$ cat config.mk
export PLATFORM = sky130hd
export DESIGN_NAME = ad7794_adc_top
export DESIGN_NICKNAME = d
export VERILOG_FILES = /design/src/common/ad7794_pkg.sv /design/src/ad7794_adc_top.sv /design/src/sample_fifo.sv /design/src/ad7794_sequencer.sv /design/src/ad7794.sv /design/src/spi_master/spi_master.sv
export SDC_FILE = /design/constraint.sdc
export NUM_CORES = 1
export LEC_CHECK = 0
export ABC_CLOCK_PERIOD_IN_PS = 5400
export BUFFER_PORTS_ARGS = -buffer_cell sky130_fd_sc_hd__buf_2
export CORE_MARGIN = 1.5
export CORE_UTILIZATION = 45
export DETAILED_ROUTE_END_ITERATION = 16
export PLACE_DENSITY_LB_ADDON = 0.3
export SYNTH_ARGS = -nofsm -noshare
export SYNTH_HDL_FRONTEND = slang
export SYNTH_SLANG_ARGS = --single-unit
$ cat constraint.sdc
create_clock -name clkin -period 5.4 [get_ports clkin]
set_clock_uncertainty 0.05 [all_clocks]
set_input_delay 0 -clock clkin [delete_from_list [all_inputs] [get_ports clkin]]
set_output_delay 0 -clock clkin [all_outputs]
set_load 0.02 [all_outputs]
$ cat src/common/ad7794_pkg.sv
package ad7794_pkg;

	// ==================================================
	// Data widths
	// ==================================================
	typedef logic [23:0] adc_code_t;  // Conversion result or data phase word.
	typedef logic [7:0]  spi_cmd_t;   // Communications register byte.
	typedef logic [2:0]  chan_t;      // Input channel number.
	typedef logic [26:0] sample_t;    // Channel tag above the code.

	// ==================================================
	// Register map
	// ==================================================
	localparam logic [2:0] REG_STATUS = 3'd0;
	localparam logic [2:0] REG_MODE   = 3'd1;
	localparam logic [2:0] REG_CONFIG = 3'd2;
	localparam logic [2:0] REG_DATA   = 3'd3;

	localparam logic [15:0] MODE_SINGLE = 16'h200a;  // Single conversion, 16.7 Hz filter.
	localparam logic [15:0] CFG_BASE    = 16'h0010;  // Buffered input, channel in bits 3:0.

	localparam int STATUS_RDY_BIT = 7;  // Low once a conversion is done.

	// Builds the communications byte, WEN kept low so the write is accepted.
	function automatic spi_cmd_t make_cmd(input logic rd, input logic [2:0] rs);
		return {1'b0, rd, rs, 3'b000};
	endfunction

endpackage
$ cat src/ad7794_adc_top.sv
`timescale 1ns/1ps

module ad7794_adc_top #(
	parameter int    tsckhalf     = 16,
	parameter int    num_channels = 6,
	parameter int    fifo_depth   = 8,
	parameter string spimode      = "standalone"
) (
	input  logic                clkin,
	input  logic                rst_n,
	input  logic                adcclk,
	output logic                adc_clk,
	output logic                cs,
	output logic                din,
	output logic                sclk,
	input  logic                dout_rdy,
	input  logic                sclk_in,
	input  logic                mosi_in,
	input  logic                ss_in,
	output logic                miso_out,
	input  logic                spi_ssb_in,
	output logic                spi_ssb_out,
	input  logic                sample_pop,
	output logic                sample_valid,
	output ad7794_pkg::sample_t sample_data,
	output logic                overflow
);
	import ad7794_pkg::*;

	// ==================================================
	// Command path and sample path
	// ==================================================
	logic      spi_start;
	logic      spi_busy;
	logic      spi_read;
	spi_cmd_t  spi_addr;
	adc_code_t spi_data;
	adc_code_t spi_rdbk;
	logic      spi_ready;
	logic      sample_push;
	sample_t   sample_in;

	ad7794 #(
		.tsckhalf(tsckhalf),
		.spimode (spimode)
	) u_adc (
		.clkin      (clkin),
		.rst_n      (rst_n),
		.adcclk     (adcclk),
		.adc_clk    (adc_clk),
		.cs         (cs),
		.din        (din),
		.sclk       (sclk),
		.dout_rdy   (dout_rdy),
		.sclk_in    (sclk_in),
		.mosi_in    (mosi_in),
		.ss_in      (ss_in),
		.miso_out   (miso_out),
		.spi_ssb_in (spi_ssb_in),
		.spi_ssb_out(spi_ssb_out),
		.spi_start  (spi_start),
		.spi_busy   (spi_busy),
		.spi_read   (spi_read),
		.spi_addr   (spi_addr),
		.spi_data   (spi_data),
		.spi_rdbk   (spi_rdbk),
		.spi_ready  (spi_ready)
	);

	ad7794_sequencer #(
		.num_channels(num_channels)
	) u_seq (
		.clkin      (clkin),
		.rst_n      (rst_n),
		.spi_start  (spi_start),
		.spi_busy   (spi_busy),
		.spi_read   (spi_read),
		.spi_addr   (spi_addr),
		.spi_data   (spi_data),
		.spi_rdbk   (spi_rdbk),
		.spi_ready  (spi_ready),
		.sample_push(sample_push),
		.sample_in  (sample_in)
	);

	sample_fifo #(
		.fifo_depth(fifo_depth)
	) u_fifo (
		.clkin       (clkin),
		.rst_n       (rst_n),
		.sample_push (sample_push),
		.sample_in   (sample_in),
		.sample_pop  (sample_pop),
		.sample_valid(sample_valid),
		.sample_data (sample_data),
		.overflow    (overflow)
	);

endmodule

$ cat src/sample_fifo.sv
`timescale 1ns/1ps

module sample_fifo #(
	parameter int fifo_depth = 8
) (
	input  logic                clkin,
	input  logic                rst_n,
	input  logic                sample_push,
	input  ad7794_pkg::sample_t sample_in,
	input  logic                sample_pop,
	output logic                sample_valid,
	output ad7794_pkg::sample_t sample_data,
	output logic                overflow
);
	import ad7794_pkg::*;

	localparam int aw = $clog2(fifo_depth);

	sample_t       mem [fifo_depth];
	logic [aw:0]   wr_ptr;   // Extra bit tells full from empty.
	logic [aw:0]   rd_ptr;
	logic          full;
	logic          wr_en;
	logic          rd_en;

	assign full         = (wr_ptr[aw] != rd_ptr[aw]) && (wr_ptr[aw-1:0] == rd_ptr[aw-1:0]);
	assign sample_valid = (wr_ptr != rd_ptr);
	assign sample_data  = mem[rd_ptr[aw-1:0]];  // Head shows without a pop.
	assign wr_en        = sample_push && !full;
	assign rd_en        = sample_pop && sample_valid;

	// ==================================================
	// Pointers and overflow
	// ==================================================
	always_ff @(posedge clkin or negedge rst_n) begin
		if (!rst_n) begin
			wr_ptr   <= '0;
			rd_ptr   <= '0;
			overflow <= 1'b0;
		end else begin
			if (wr_en) begin
				wr_ptr <= wr_ptr + 1'b1;
			end
			if (rd_en) begin
				rd_ptr <= rd_ptr + 1'b1;
			end
			if (sample_push && full) begin
				overflow <= 1'b1;  // Sticky until reset.
			end
		end
	end

	always_ff @(posedge clkin) begin
		if (wr_en) begin
			mem[wr_ptr[aw-1:0]] <= sample_in;
		end
	end

endmodule

$ cat src/ad7794_sequencer.sv
`timescale 1ns/1ps

module ad7794_sequencer #(
	parameter int num_channels = 4
) (
	input  logic                  clkin,
	input  logic                  rst_n,
	output logic                  spi_start,
	input  logic                  spi_busy,
	output logic                  spi_read,
	output ad7794_pkg::spi_cmd_t  spi_addr,
	output ad7794_pkg::adc_code_t spi_data,
	input  ad7794_pkg::adc_code_t spi_rdbk,
	input  logic                  spi_ready,
	output logic                  sample_push,
	output ad7794_pkg::sample_t   sample_in
);
	import ad7794_pkg::*;

	localparam int rdy_idx = $bits(adc_code_t) - 8 + STATUS_RDY_BIT;  // Status byte on top.

	typedef enum logic [2:0] {
		S_CFG_ISSUE,
		S_CFG_WAIT,
		S_MODE_ISSUE,
		S_MODE_WAIT,
		S_STAT_ISSUE,
		S_STAT_WAIT,
		S_DATA_ISSUE,
		S_DATA_WAIT
	} seq_state_t;

	seq_state_t state;
	chan_t      chan;   // Channel being converted.
	logic       issue;

	assign issue = !spi_busy;

	// ==================================================
	// Register sequence per channel
	// ==================================================
	always_ff @(posedge clkin or negedge rst_n) begin
		if (!rst_n) begin
			state       <= S_CFG_ISSUE;
			chan        <= '0;
			spi_start   <= 1'b0;
			sample_push <= 1'b0;
		end else begin
			spi_start   <= 1'b0;
			sample_push <= 1'b0;
			case (state)
				S_CFG_ISSUE, S_MODE_ISSUE, S_STAT_ISSUE, S_DATA_ISSUE: begin
					if (issue) begin
						spi_start <= 1'b1;
						state     <= seq_state_t'(state + 3'd1);  // Matching wait state.
					end
				end
				S_CFG_WAIT: if (spi_ready) state <= S_MODE_ISSUE;
				S_MODE_WAIT: if (spi_ready) state <= S_STAT_ISSUE;
				S_STAT_WAIT: begin
					if (spi_ready) begin
						// Poll again until RDY drops.
						state <= spi_rdbk[rdy_idx] ? S_STAT_ISSUE : S_DATA_ISSUE;
					end
				end
				S_DATA_WAIT: begin
					if (spi_ready) begin
						sample_push <= 1'b1;
						state       <= S_CFG_ISSUE;
						chan        <= (chan == chan_t'(num_channels - 1)) ? '0 : chan + 3'd1;
					end
				end
				default: state <= S_CFG_ISSUE;
			endcase
		end
	end

	// Command words, valid alongside spi_start.
	always_ff @(posedge clkin) begin
		case (state)
			S_CFG_ISSUE: begin
				spi_read <= 1'b0;
				spi_addr <= make_cmd(1'b0, REG_CONFIG);
				spi_data <= {CFG_BASE + 16'(chan), 8'h00};  // Left aligned.
			end
			S_MODE_ISSUE: begin
				spi_read <= 1'b0;
				spi_addr <= make_cmd(1'b0, REG_MODE);
				spi_data <= {MODE_SINGLE, 8'h00};
			end
			S_STAT_ISSUE: begin
				spi_read <= 1'b1;
				spi_addr <= make_cmd(1'b1, REG_STATUS);
				spi_data <= '0;
			end
			S_DATA_ISSUE: begin
				spi_read <= 1'b1;
				spi_addr <= make_cmd(1'b1, REG_DATA);
				spi_data <= '0;
			end
			S_DATA_WAIT: begin
				if (spi_ready) begin
					sample_in <= {chan, spi_rdbk};  // Tag with the channel.
				end
			end
			default: ;
		endcase
	end

endmodule

$ cat src/ad7794.sv
`timescale 1ns/1ps

module ad7794 #(
	parameter int    tsckhalf = 16,
	parameter string spimode  = "standalone"
) (
	input  logic                  clkin,
	input  logic                  rst_n,
	input  logic                  adcclk,
	output logic                  adc_clk,
	output logic                  cs,
	output logic                  din,
	output logic                  sclk,
	input  logic                  dout_rdy,
	input  logic                  sclk_in,
	input  logic                  mosi_in,
	input  logic                  ss_in,
	output logic                  miso_out,
	input  logic                  spi_ssb_in,
	output logic                  spi_ssb_out,
	input  logic                  spi_start,
	output logic                  spi_busy,
	input  logic                  spi_read,
	input  ad7794_pkg::spi_cmd_t  spi_addr,
	input  ad7794_pkg::adc_code_t spi_data,
	output ad7794_pkg::adc_code_t spi_rdbk,
	output logic                  spi_ready
);
	logic eng_cs;
	logic eng_sck;
	logic eng_sdi;

	assign adc_clk     = adcclk;          // Master clock for the ADC.
	assign miso_out    = dout_rdy;        // Shared dout line back to the host.
	assign spi_ssb_out = spi_ssb_in & cs;

	// ==================================================
	// Pin routing per bus mode
	// ==================================================
	generate
		if (spimode == "passthrough") begin : g_pass
			assign sclk = sclk_in;
			assign din  = mosi_in;
			assign cs   = ss_in;
		end else if (spimode == "chain") begin : g_chain
			assign sclk = spi_ssb_in ? eng_sck : sclk_in;  // Host owns sclk while ssb low.
			assign din  = spi_ssb_in ? eng_sdi : mosi_in;
			assign cs   = eng_cs;
		end else begin : g_alone
			assign sclk = eng_sck;
			assign din  = eng_sdi;
			assign cs   = eng_cs;
		end
	endgenerate

	spi_master #(
		.tsckhalf(tsckhalf)
	) u_spi (
		.clkin    (clkin),
		.rst_n    (rst_n),
		.spi_start(spi_start),
		.spi_busy (spi_busy),
		.spi_read (spi_read),
		.spi_addr (spi_addr),
		.spi_data (spi_data),
		.spi_rdbk (spi_rdbk),
		.spi_ready(spi_ready),
		.cs       (eng_cs),
		.sck      (eng_sck),
		.sdi      (eng_sdi),
		.sdo      (dout_rdy)
	);

endmodule

$ cat src/spi_master/spi_master.sv
`timescale 1ns/1ps

module spi_master #(
	parameter int tsckhalf = 16
) (
	input  logic                  clkin,
	input  logic                  rst_n,
	input  logic                  spi_start,
	output logic                  spi_busy,
	input  logic                  spi_read,
	input  ad7794_pkg::spi_cmd_t  spi_addr,
	input  ad7794_pkg::adc_code_t spi_data,
	output ad7794_pkg::adc_code_t spi_rdbk,
	output logic                  spi_ready,
	output logic                  cs,
	output logic                  sck,
	output logic                  sdi,
	input  logic                  sdo
);
	import ad7794_pkg::*;

	localparam int frame_bits = $bits(spi_cmd_t) + $bits(adc_code_t);
	localparam int cnt_w = $clog2(tsckhalf) + 1;

	logic [cnt_w-1:0]      half_cnt;  // Clocks within one sclk half period.
	logic [5:0]            bit_cnt;   // Rising edges seen in this frame.
	logic [frame_bits-1:0] shreg;     // Command and data out, readback in.
	logic                  done;      // Frame closed, readback pending.
	logic                  tick;
	logic                  rise;
	logic                  frame_end;

	assign tick      = spi_busy && !cs && (half_cnt == cnt_w'(tsckhalf - 1));
	assign rise      = tick && !sck;
	assign frame_end = tick && sck && (bit_cnt == 6'(frame_bits));

	// ==================================================
	// Framing and sclk generation
	// ==================================================
	always_ff @(posedge clkin or negedge rst_n) begin
		if (!rst_n) begin
			spi_busy  <= 1'b0;
			spi_ready <= 1'b0;
			done      <= 1'b0;
			cs        <= 1'b1;
			sck       <= 1'b1;
			sdi       <= 1'b1;
			half_cnt  <= '0;
			bit_cnt   <= '0;
		end else begin
			spi_ready <= done;       // One cycle after cs rises.
			done      <= frame_end;
			if (spi_ready) begin
				spi_busy <= 1'b0;    // Busy covers the ready cycle.
			end else if (spi_start && !spi_busy) begin
				spi_busy <= 1'b1;
				cs       <= 1'b0;
				half_cnt <= '0;
				bit_cnt  <= '0;
			end
			if (spi_busy && !cs) begin
				if (tick) begin
					half_cnt <= '0;
					if (frame_end) begin
						cs  <= 1'b1;
						sdi <= 1'b1;
					end else if (sck) begin
						sck <= 1'b0;                 // Falling edge, next bit out.
						sdi <= shreg[frame_bits-1];
					end else begin
						sck     <= 1'b1;             // Rising edge, ADC samples din.
						bit_cnt <= bit_cnt + 6'd1;
					end
				end else begin
					half_cnt <= half_cnt + 1'b1;
				end
			end
		end
	end

	// ==================================================
	// Shift register and readback
	// ==================================================
	always_ff @(posedge clkin) begin
		if (spi_start && !spi_busy) begin
			// Reads send zeros in the data phase.
			shreg <= {spi_addr, spi_read ? adc_code_t'('0) : spi_data};
		end else if (rise) begin
			shreg <= {shreg[frame_bits-2:0], sdo};  // Dout sampled with sclk rising.
		end
		if (done) begin
			spi_rdbk <= shreg[$bits(adc_code_t)-1:0];
		end
	end

endmodule

==> impl_metrics.toml, run 1 <==
[run_status]
status = "complete, no violations"

[worst_setup_path]
r2r_slack_ns = 2.56
arrival_ns = 2.91
cp_top_family = "buffers and inverters"
slowest_stage = "buf_4"
path_buf_inv = 2
path_max_fanout = 54
rr_startpoint = "u_fifo.rd_ptr[2]"
cp-start-kind = "flip-flop"
r2r_cells = 6
timing.rr.end = "u_fifo.mem[6][4]"
worst-setup-path-type = "reg -> out"
cp_slowest_stage_delay_ns = 0.83
required_ns = 5.35
crit_chain = "buf_4 > mux4_1 > mux2_2 > buf_2"
critPathCaptureType = "output pin"

[clock_tree]
clockRootBuffer = "clkbuf_16"
hold_buffers = 4
path_clk_slew_ns = 0.06
postCtsSetupRepairBufs = 0
tritoncts = "done"
cts_buffers = 35
ctsResizeCount = 0
clock-sinks = 341
clockBufferDepth = 3
ctsHtreeMaxLevel = 2
clk_latency_ns = 0.50

[cells_and_area]
fin_util_pct = 51.8
layout_common_cells = "307 x edfxtp_1, 50 x mux4_2, 38 x buf_2, 35 x clkbuf_16, 31 x mux2_2"
diodes = 0
register_area_um2 = 10100
nets = 737
fillCellCount = 2254
multi_input_area_um2 = 2790
final_common_cell = "edfxtp_1"
syn2layout_area_growth_pct = 13.7
drive_above_1_share_pct = 26.3

[floorplan]
initial_core_util_pct = 45.6
fp.dieW_um = 173
rows = 62
fp.dieArea_um2 = 29900
pin_count = 44
core_area_um2 = 28500
die_h_um = 173

[logic_synthesis]
yosysTopAreaCell = "edfxtp_1"
yosys_warnings = 0
synth.top_cell.area_share_pct = 70.8
synth_cell_types = 46
synthFlopType = "edfxtp_1"
netlist_instances = 648
ys_ff_latch = 341
syn_area_um2 = 13000
synth_edf_count = 307
netlist_top_cells_area = "edfxtp_1 71%, mux4_2 8.7%, dfrtp_1 6.0%"
async_flop_share_pct = 9.97
mappedNetlistNets = 669
avgSynthCellArea_um2 = 20.1
synth_seq_area_share_pct = 77.4

[sta]
rsz0062_at_grt = "no"
max_freq_mhz = 338
holdWs_ns = 0.0676
hold_viol_final = 0
relSlewSlack_pct = 21.5
worst_pin_slew_ns = 1.18
fin_tns_setup_ns = 0
setup_viol_count_final = 0
timing.final.crit_share_pct = 54.9
period_minus_slack_ns = 2.96
finalMaxSlewViolations = 0

[global_routing]
grt_pass1_wl_um = 35300
grt_usage_pct = 15.4
grt_max_degree = 58
grt_overflow = 0
antenna_found_initial = 0
grt_pass1_vias = 6272

[place]
place.gp.congestion = 0.754
port_buffers = 38
hpwl_um = 12100

[power_and_ir_drop]
ir_worst_vdd_mv = 0.197
p_per_area_nw_per_um2 = 345
power.leakage_nw = 4.85

[routing]
wirelength_um = 22400
wl_per_cell_um = 19.9
vias = 5956
first_pass_iters = 4
route.detailed.drc = 0
avgViaCountPerCell = 5.30
final_antenna_net_count = 0
drt_iter0_drc = 392

[min_path]
hold_class = "in -> async"

[run]
cap_violations = 0
## state kept, by name (all words and copies together), names as in the netlist, 2 cells and up
register,flops
u_adc.u_spi.bit_cnt,6
u_adc.u_spi.half_cnt,5
u_adc.u_spi.shreg,32
u_adc.u_spi.spi_rdbk,24
u_fifo.mem,216
u_fifo.rd_ptr,4
u_fifo.wr_ptr,4
u_seq.chan,3
u_seq.sample_in,27
u_seq.spi_addr,2
u_seq.spi_data,5
u_seq.state,3
## worst max-delay path by stage
stage	start	endpoint	slack, ns	depth (start not counted)
6_report	u_fifo.rd_ptr[0]	sample_data[26]	2.44	4
5_1_grt	u_fifo.rd_ptr[0]	sample_data[26]	2.23	4
4_1_cts	u_fifo.rd_ptr[0]	sample_data[26]	2.33	4
3_5_place_dp	u_fifo.rd_ptr[2]	u_fifo.mem[6][4]	2.48	6
3_3_place_gp	u_fifo.rd_ptr[2]	u_fifo.mem[6][1]	2.47	6
2_1_floorplan	u_fifo.wr_ptr[1]	u_fifo.mem[1][0]	1.10	6
## cell families (layout without fill, tap and decap cells)
logic type               after synthesis  in the layout  share of synthesized area, %
flip-flops                           341            341                          77.4
AND/OR/NAND/NOR                      125            125                          5.20
multiplexers                          87             87                          12.3
AO/OA/AOI/OAI                         37             37                          1.68
buffers and inverters                 35            126                          1.50
adder cells (fa/ha/maj)               12             12                          1.15
XOR/XNOR                              11             11                         0.740
## layout make-up
class / count / share of cell area, %
Sequential cell: 341 / 68.1
Multi-Input combinational cell: 272 / 18.8
Clock buffer: 40 / 6.05
Tap cell: 384 / 3.25
Timing Repair Buffer: 56 / 2.27
Clock inverter: 20 / 1.23
Inverter: 10 / 0.254
## Yosys cell counts (3+ instances only)
library cell and n:
edfxtp_1 307, mux4_2 50, dfrtp_1 31, mux2_2 31, and2_1 29, nand2_1 26
o21ai_0 16, nand3_1 14, nor2_1 14, ha_1 12, inv_1 10, nor3_1 10
buf_2 9, nand2b_1 8, clkbuf_1 7, a21oi_1 6, xnor2_1 6, xor2_1 5
a21o_1 4, and3_1 4, buf_6 4, mux4_1 4, nand4_1 4, buf_4 3
dfstp_2 3, nor2b_1 3, or2_2 3
## power by group
part           internal [W]  switching (W)
clock               0.00133       0.000931
sequential          0.00284              0
combinational    0.00000339     0.00000714
## routing by layer
metal	wire [µm]	vias up	track usage (%)
met5	0	-	0
met4	395	0	4.78
met3	954	31	2.81
met2	11300	128	26.6
met1	9720	3092	20.0
li1	-	2705	-
## metrics by stage
| stage | std cells | cell area (µm²) | total power [W] | setup WS [ns] |
|---|---|---|---|---|
| floorplan | 648 | 13000 | 0.00289 | 1.10 |
| global placement | 1059 | 13700 | 0.00290 | 2.47 |
| detailed placement | 1059 | 13700 | 0.00290 | 2.48 |
| CTS | 1123 | 14800 | 0.00516 | 2.33 |
| global route | 1123 | 14800 | 0.00527 | 2.23 |
| finish | 1123 | 14800 | 0.00511 | 2.44 |
No activity file was read; power rests on OpenSTA's default activity.
==> run 2: changes to the inputs <==
--- a/config.mk
+++ b/config.mk
@@ -5,7 +5,8 @@
 export SDC_FILE = /design/constraint.sdc
 export NUM_CORES = 1
 export LEC_CHECK = 0
-export ABC_CLOCK_PERIOD_IN_PS = 5400
+export ABC_AREA = 1
+export ABC_CLOCK_PERIOD_IN_PS = 2600
 export BUFFER_PORTS_ARGS = -buffer_cell sky130_fd_sc_hd__buf_2
 export CORE_MARGIN = 1.5
 export CORE_UTILIZATION = 45
==> constraint.sdc (replaced) <==
create_clock -name clkin -period 2.6 [get_ports clkin]
set_clock_uncertainty 0.05 [all_clocks]
set_input_delay 0 -clock clkin [delete_from_list [all_inputs] [get_ports clkin]]
set_output_delay 0 -clock clkin [all_outputs]
set_load 0.02 [all_outputs]
==> impl_metrics.toml, run 2 <==
[cells_and_area]
diodes = 0
layout_common_cells = "307 x edfxtp_1, 163 x nand2_1, 148 x nor2_1, 112 x o21ai_0, 60 x inv_1"
nets = 1102
final-instance-count-excl-fill = 1490
drive_above_1_share_pct = 12.3
final_common_cell = "edfxtp_1"
syn2layout_area_growth_pct = 14.3
largest_register_ffs = 216
fillCellCount = 2425

[logic_synthesis]
synthFlopType = "edfxtp_1"
netlist_top_cells_area = "edfxtp_1 69%, dfrtp_1 5.8%, nand2_1 4.6%"
mappedNetlistNets = 1052
netlist_instances = 1031
synth_most_common_cell = "edfxtp_1"
synth_common_cells = "307 x edfxtp_1, 163 x nand2_1, 156 x nor2_1"
synth_cell_types = 32
ys_ff_latch = 341
yosysTopAreaCell = "edfxtp_1"
synth_edf_count = 307
synth_seq_area_share_pct = 75.9
synth.top_cell.area_share_pct = 69.4
syn_area_um2 = 13300
async_flop_share_pct = 9.97
yosys_warnings = 0
avgSynthCellArea_um2 = 12.9

[sta]
setup_viol_count_final = 0
hold_viol_final = 0
timing.final.crit_share_pct = 90.4
finalMaxSlewViolations = 0
holdWs_ns = 0.0706
worst_pin_slew_ns = 0.817
rsz0062_at_grt = "no"
max_freq_mhz = 426
period_minus_slack_ns = 2.35
relSlewSlack_pct = 45.5

[routing]
drt_iter0_drc = 587
wirelength_um = 25900
avgViaCountPerCell = 5.17
final_antenna_net_count = 0
first_pass_iters = 5
wl_per_cell_um = 17.4
route.detailed.drc = 0
vias = 7698

[global_routing]
grt_usage_pct = 17.2
grt_overflow = 0
grt_pass1_wl_um = 40400
grt_max_degree = 112
grt_pass1_vias = 7320
antenna_found_initial = 0

[clock_tree]
ctsHtreeMaxLevel = 2
clk_latency_ns = 0.52
cts_buffers = 35
clock-sinks = 341
clockBufferDepth = 3
clockRootBuffer = "clkbuf_16"
path_clk_slew_ns = 0.06
tritoncts = "done"

[floorplan]
pin_count = 44
die_h_um = 175
core_area_um2 = 28900
initial_core_util_pct = 46.0
fp.dieW_um = 175
fp.dieArea_um2 = 30500
rows = 62

[worst_setup_path]
critPathCaptureType = "output pin"
crit_chain = "buf_4 > o21ai_0 > o22ai_1 > nand2_1 > nand2_1 > buf_2"
arrival_ns = 2.30
path_buf_inv = 2
rr_startpoint = "u_fifo.wr_ptr[1]"
slowest_stage = "buf_4"
path_max_fanout = 57
path_common_cell = "nand2_1"
required_ns = 2.55
critPathLaunch = "u_fifo.rd_ptr[1]"
worst-setup-path-type = "reg -> out"
cp_top_family = "buffers and inverters"
cp_slowest_stage_delay_ns = 0.59
cp-start-kind = "flip-flop"

[run]
cap_violations = 0

[place]
place.gp.congestion = 0.756
port_buffers = 38
place_inst = 1424
hpwl_um = 13100

[power_and_ir_drop]
ir_worst_vdd_mv = 0.404
power_w = 0.0108
power.leakage_nw = 5.49
p_per_area_nw_per_um2 = 709

[run_status]
status = "complete, no violations"

[min_path]
hold_class = "in -> async"
-- run 2: changes by cell type after synthesis, sizes merged, moves of 7 or more --
cell and delta:
inv +55, nor3 -9, o21ai +104, nand2b -7, nand2 +141, a21oi +7, o22ai +54, nor2 +146
nand3 +15, and2 -29, mux4 -54, mux2 -33, clkbuf +18
-- run 2: repair_timing --
action | CTS | global route
gates resized for setup | 0 | 0
hold buffers | 4 | 0
endpoints found under the hold margin | 40 | 0
buffers inserted | 0 | 0
-- run 2: metal layers --
metal	routed length [µm]	vias up	track usage, %
li1	-	3740	-
met5	0	-	0
met1	11400	3765	22.0
met3	1010	44	2.59
met4	541	0	5.16
met2	13000	149	30.3
-- run 2: cell families after synthesis --
kind of cell,synth area share (%)
AND/OR/NAND/NOR,11.0
adder cells (fa/ha/maj),1.13
XOR/XNOR,0.396
AO/OA/AOI/OAI,8.09
flip-flops,75.9
buffers and inverters,3.49
-- run 2: worst paths after layout --
| check | depth (start not counted) | endpoint | slack (ns) |
|---|---|---|---|
| min | 2 | u_fifo.wr_ptr[0] | 0.07 |
| min reg2reg | 0 | u_seq.sample_in[21] | 0.37 |
| min in group clkin | 4 | spi_ssb_out | 0.25 |
| max | 6 | sample_data[26] | 0.25 |
| max reg2reg | 7 | u_fifo.mem[6][1] | 0.52 |
| max in group asynchronous | 2 | u_fifo.rd_ptr[0] | 1.87 |
-- run 2: layout make-up --
| type | count | area [µm²] | share of cell area (%) |
|---|---|---|---|
| flip-flops and latches | 341 | 10100 | 66.4 |
| multi-input cells | 577 | 2760 | 18.2 |
| clock buffers | 41 | 930 | 6.12 |
| repair buffers | 61 | 498 | 3.28 |
| well taps | 384 | 480 | 3.16 |
| inverters | 65 | 244 | 1.61 |
| clock inverters | 21 | 193 | 1.27 |
-- run 2: power breakdown --
part	leakage (nW)	internal, W	switching (W)
Sequential	3.13	0.00589	0
Combinational	1.81	0.00000697	0.0000164
Clock	0.550	0.00286	0.00199
Total	5.49	0.00876	0.00200
-- run 2: through the flow --
stage | utilization, % | setup WS (ns) | setup TNS [ns] | area, µm²
after global routing | 52.6 | 0.0310 | 0 | 15200
final | 52.6 | 0.250 | 0 | 15200
after floorplan | - | -0.140 | -11.32 | 13300
after CTS | 52.6 | 0.184 | 0 | 15200
after detailed placement | 48.6 | 0.558 | 0 | 14000
after global placement | 48.6 | 0.581 | 0 | 14000
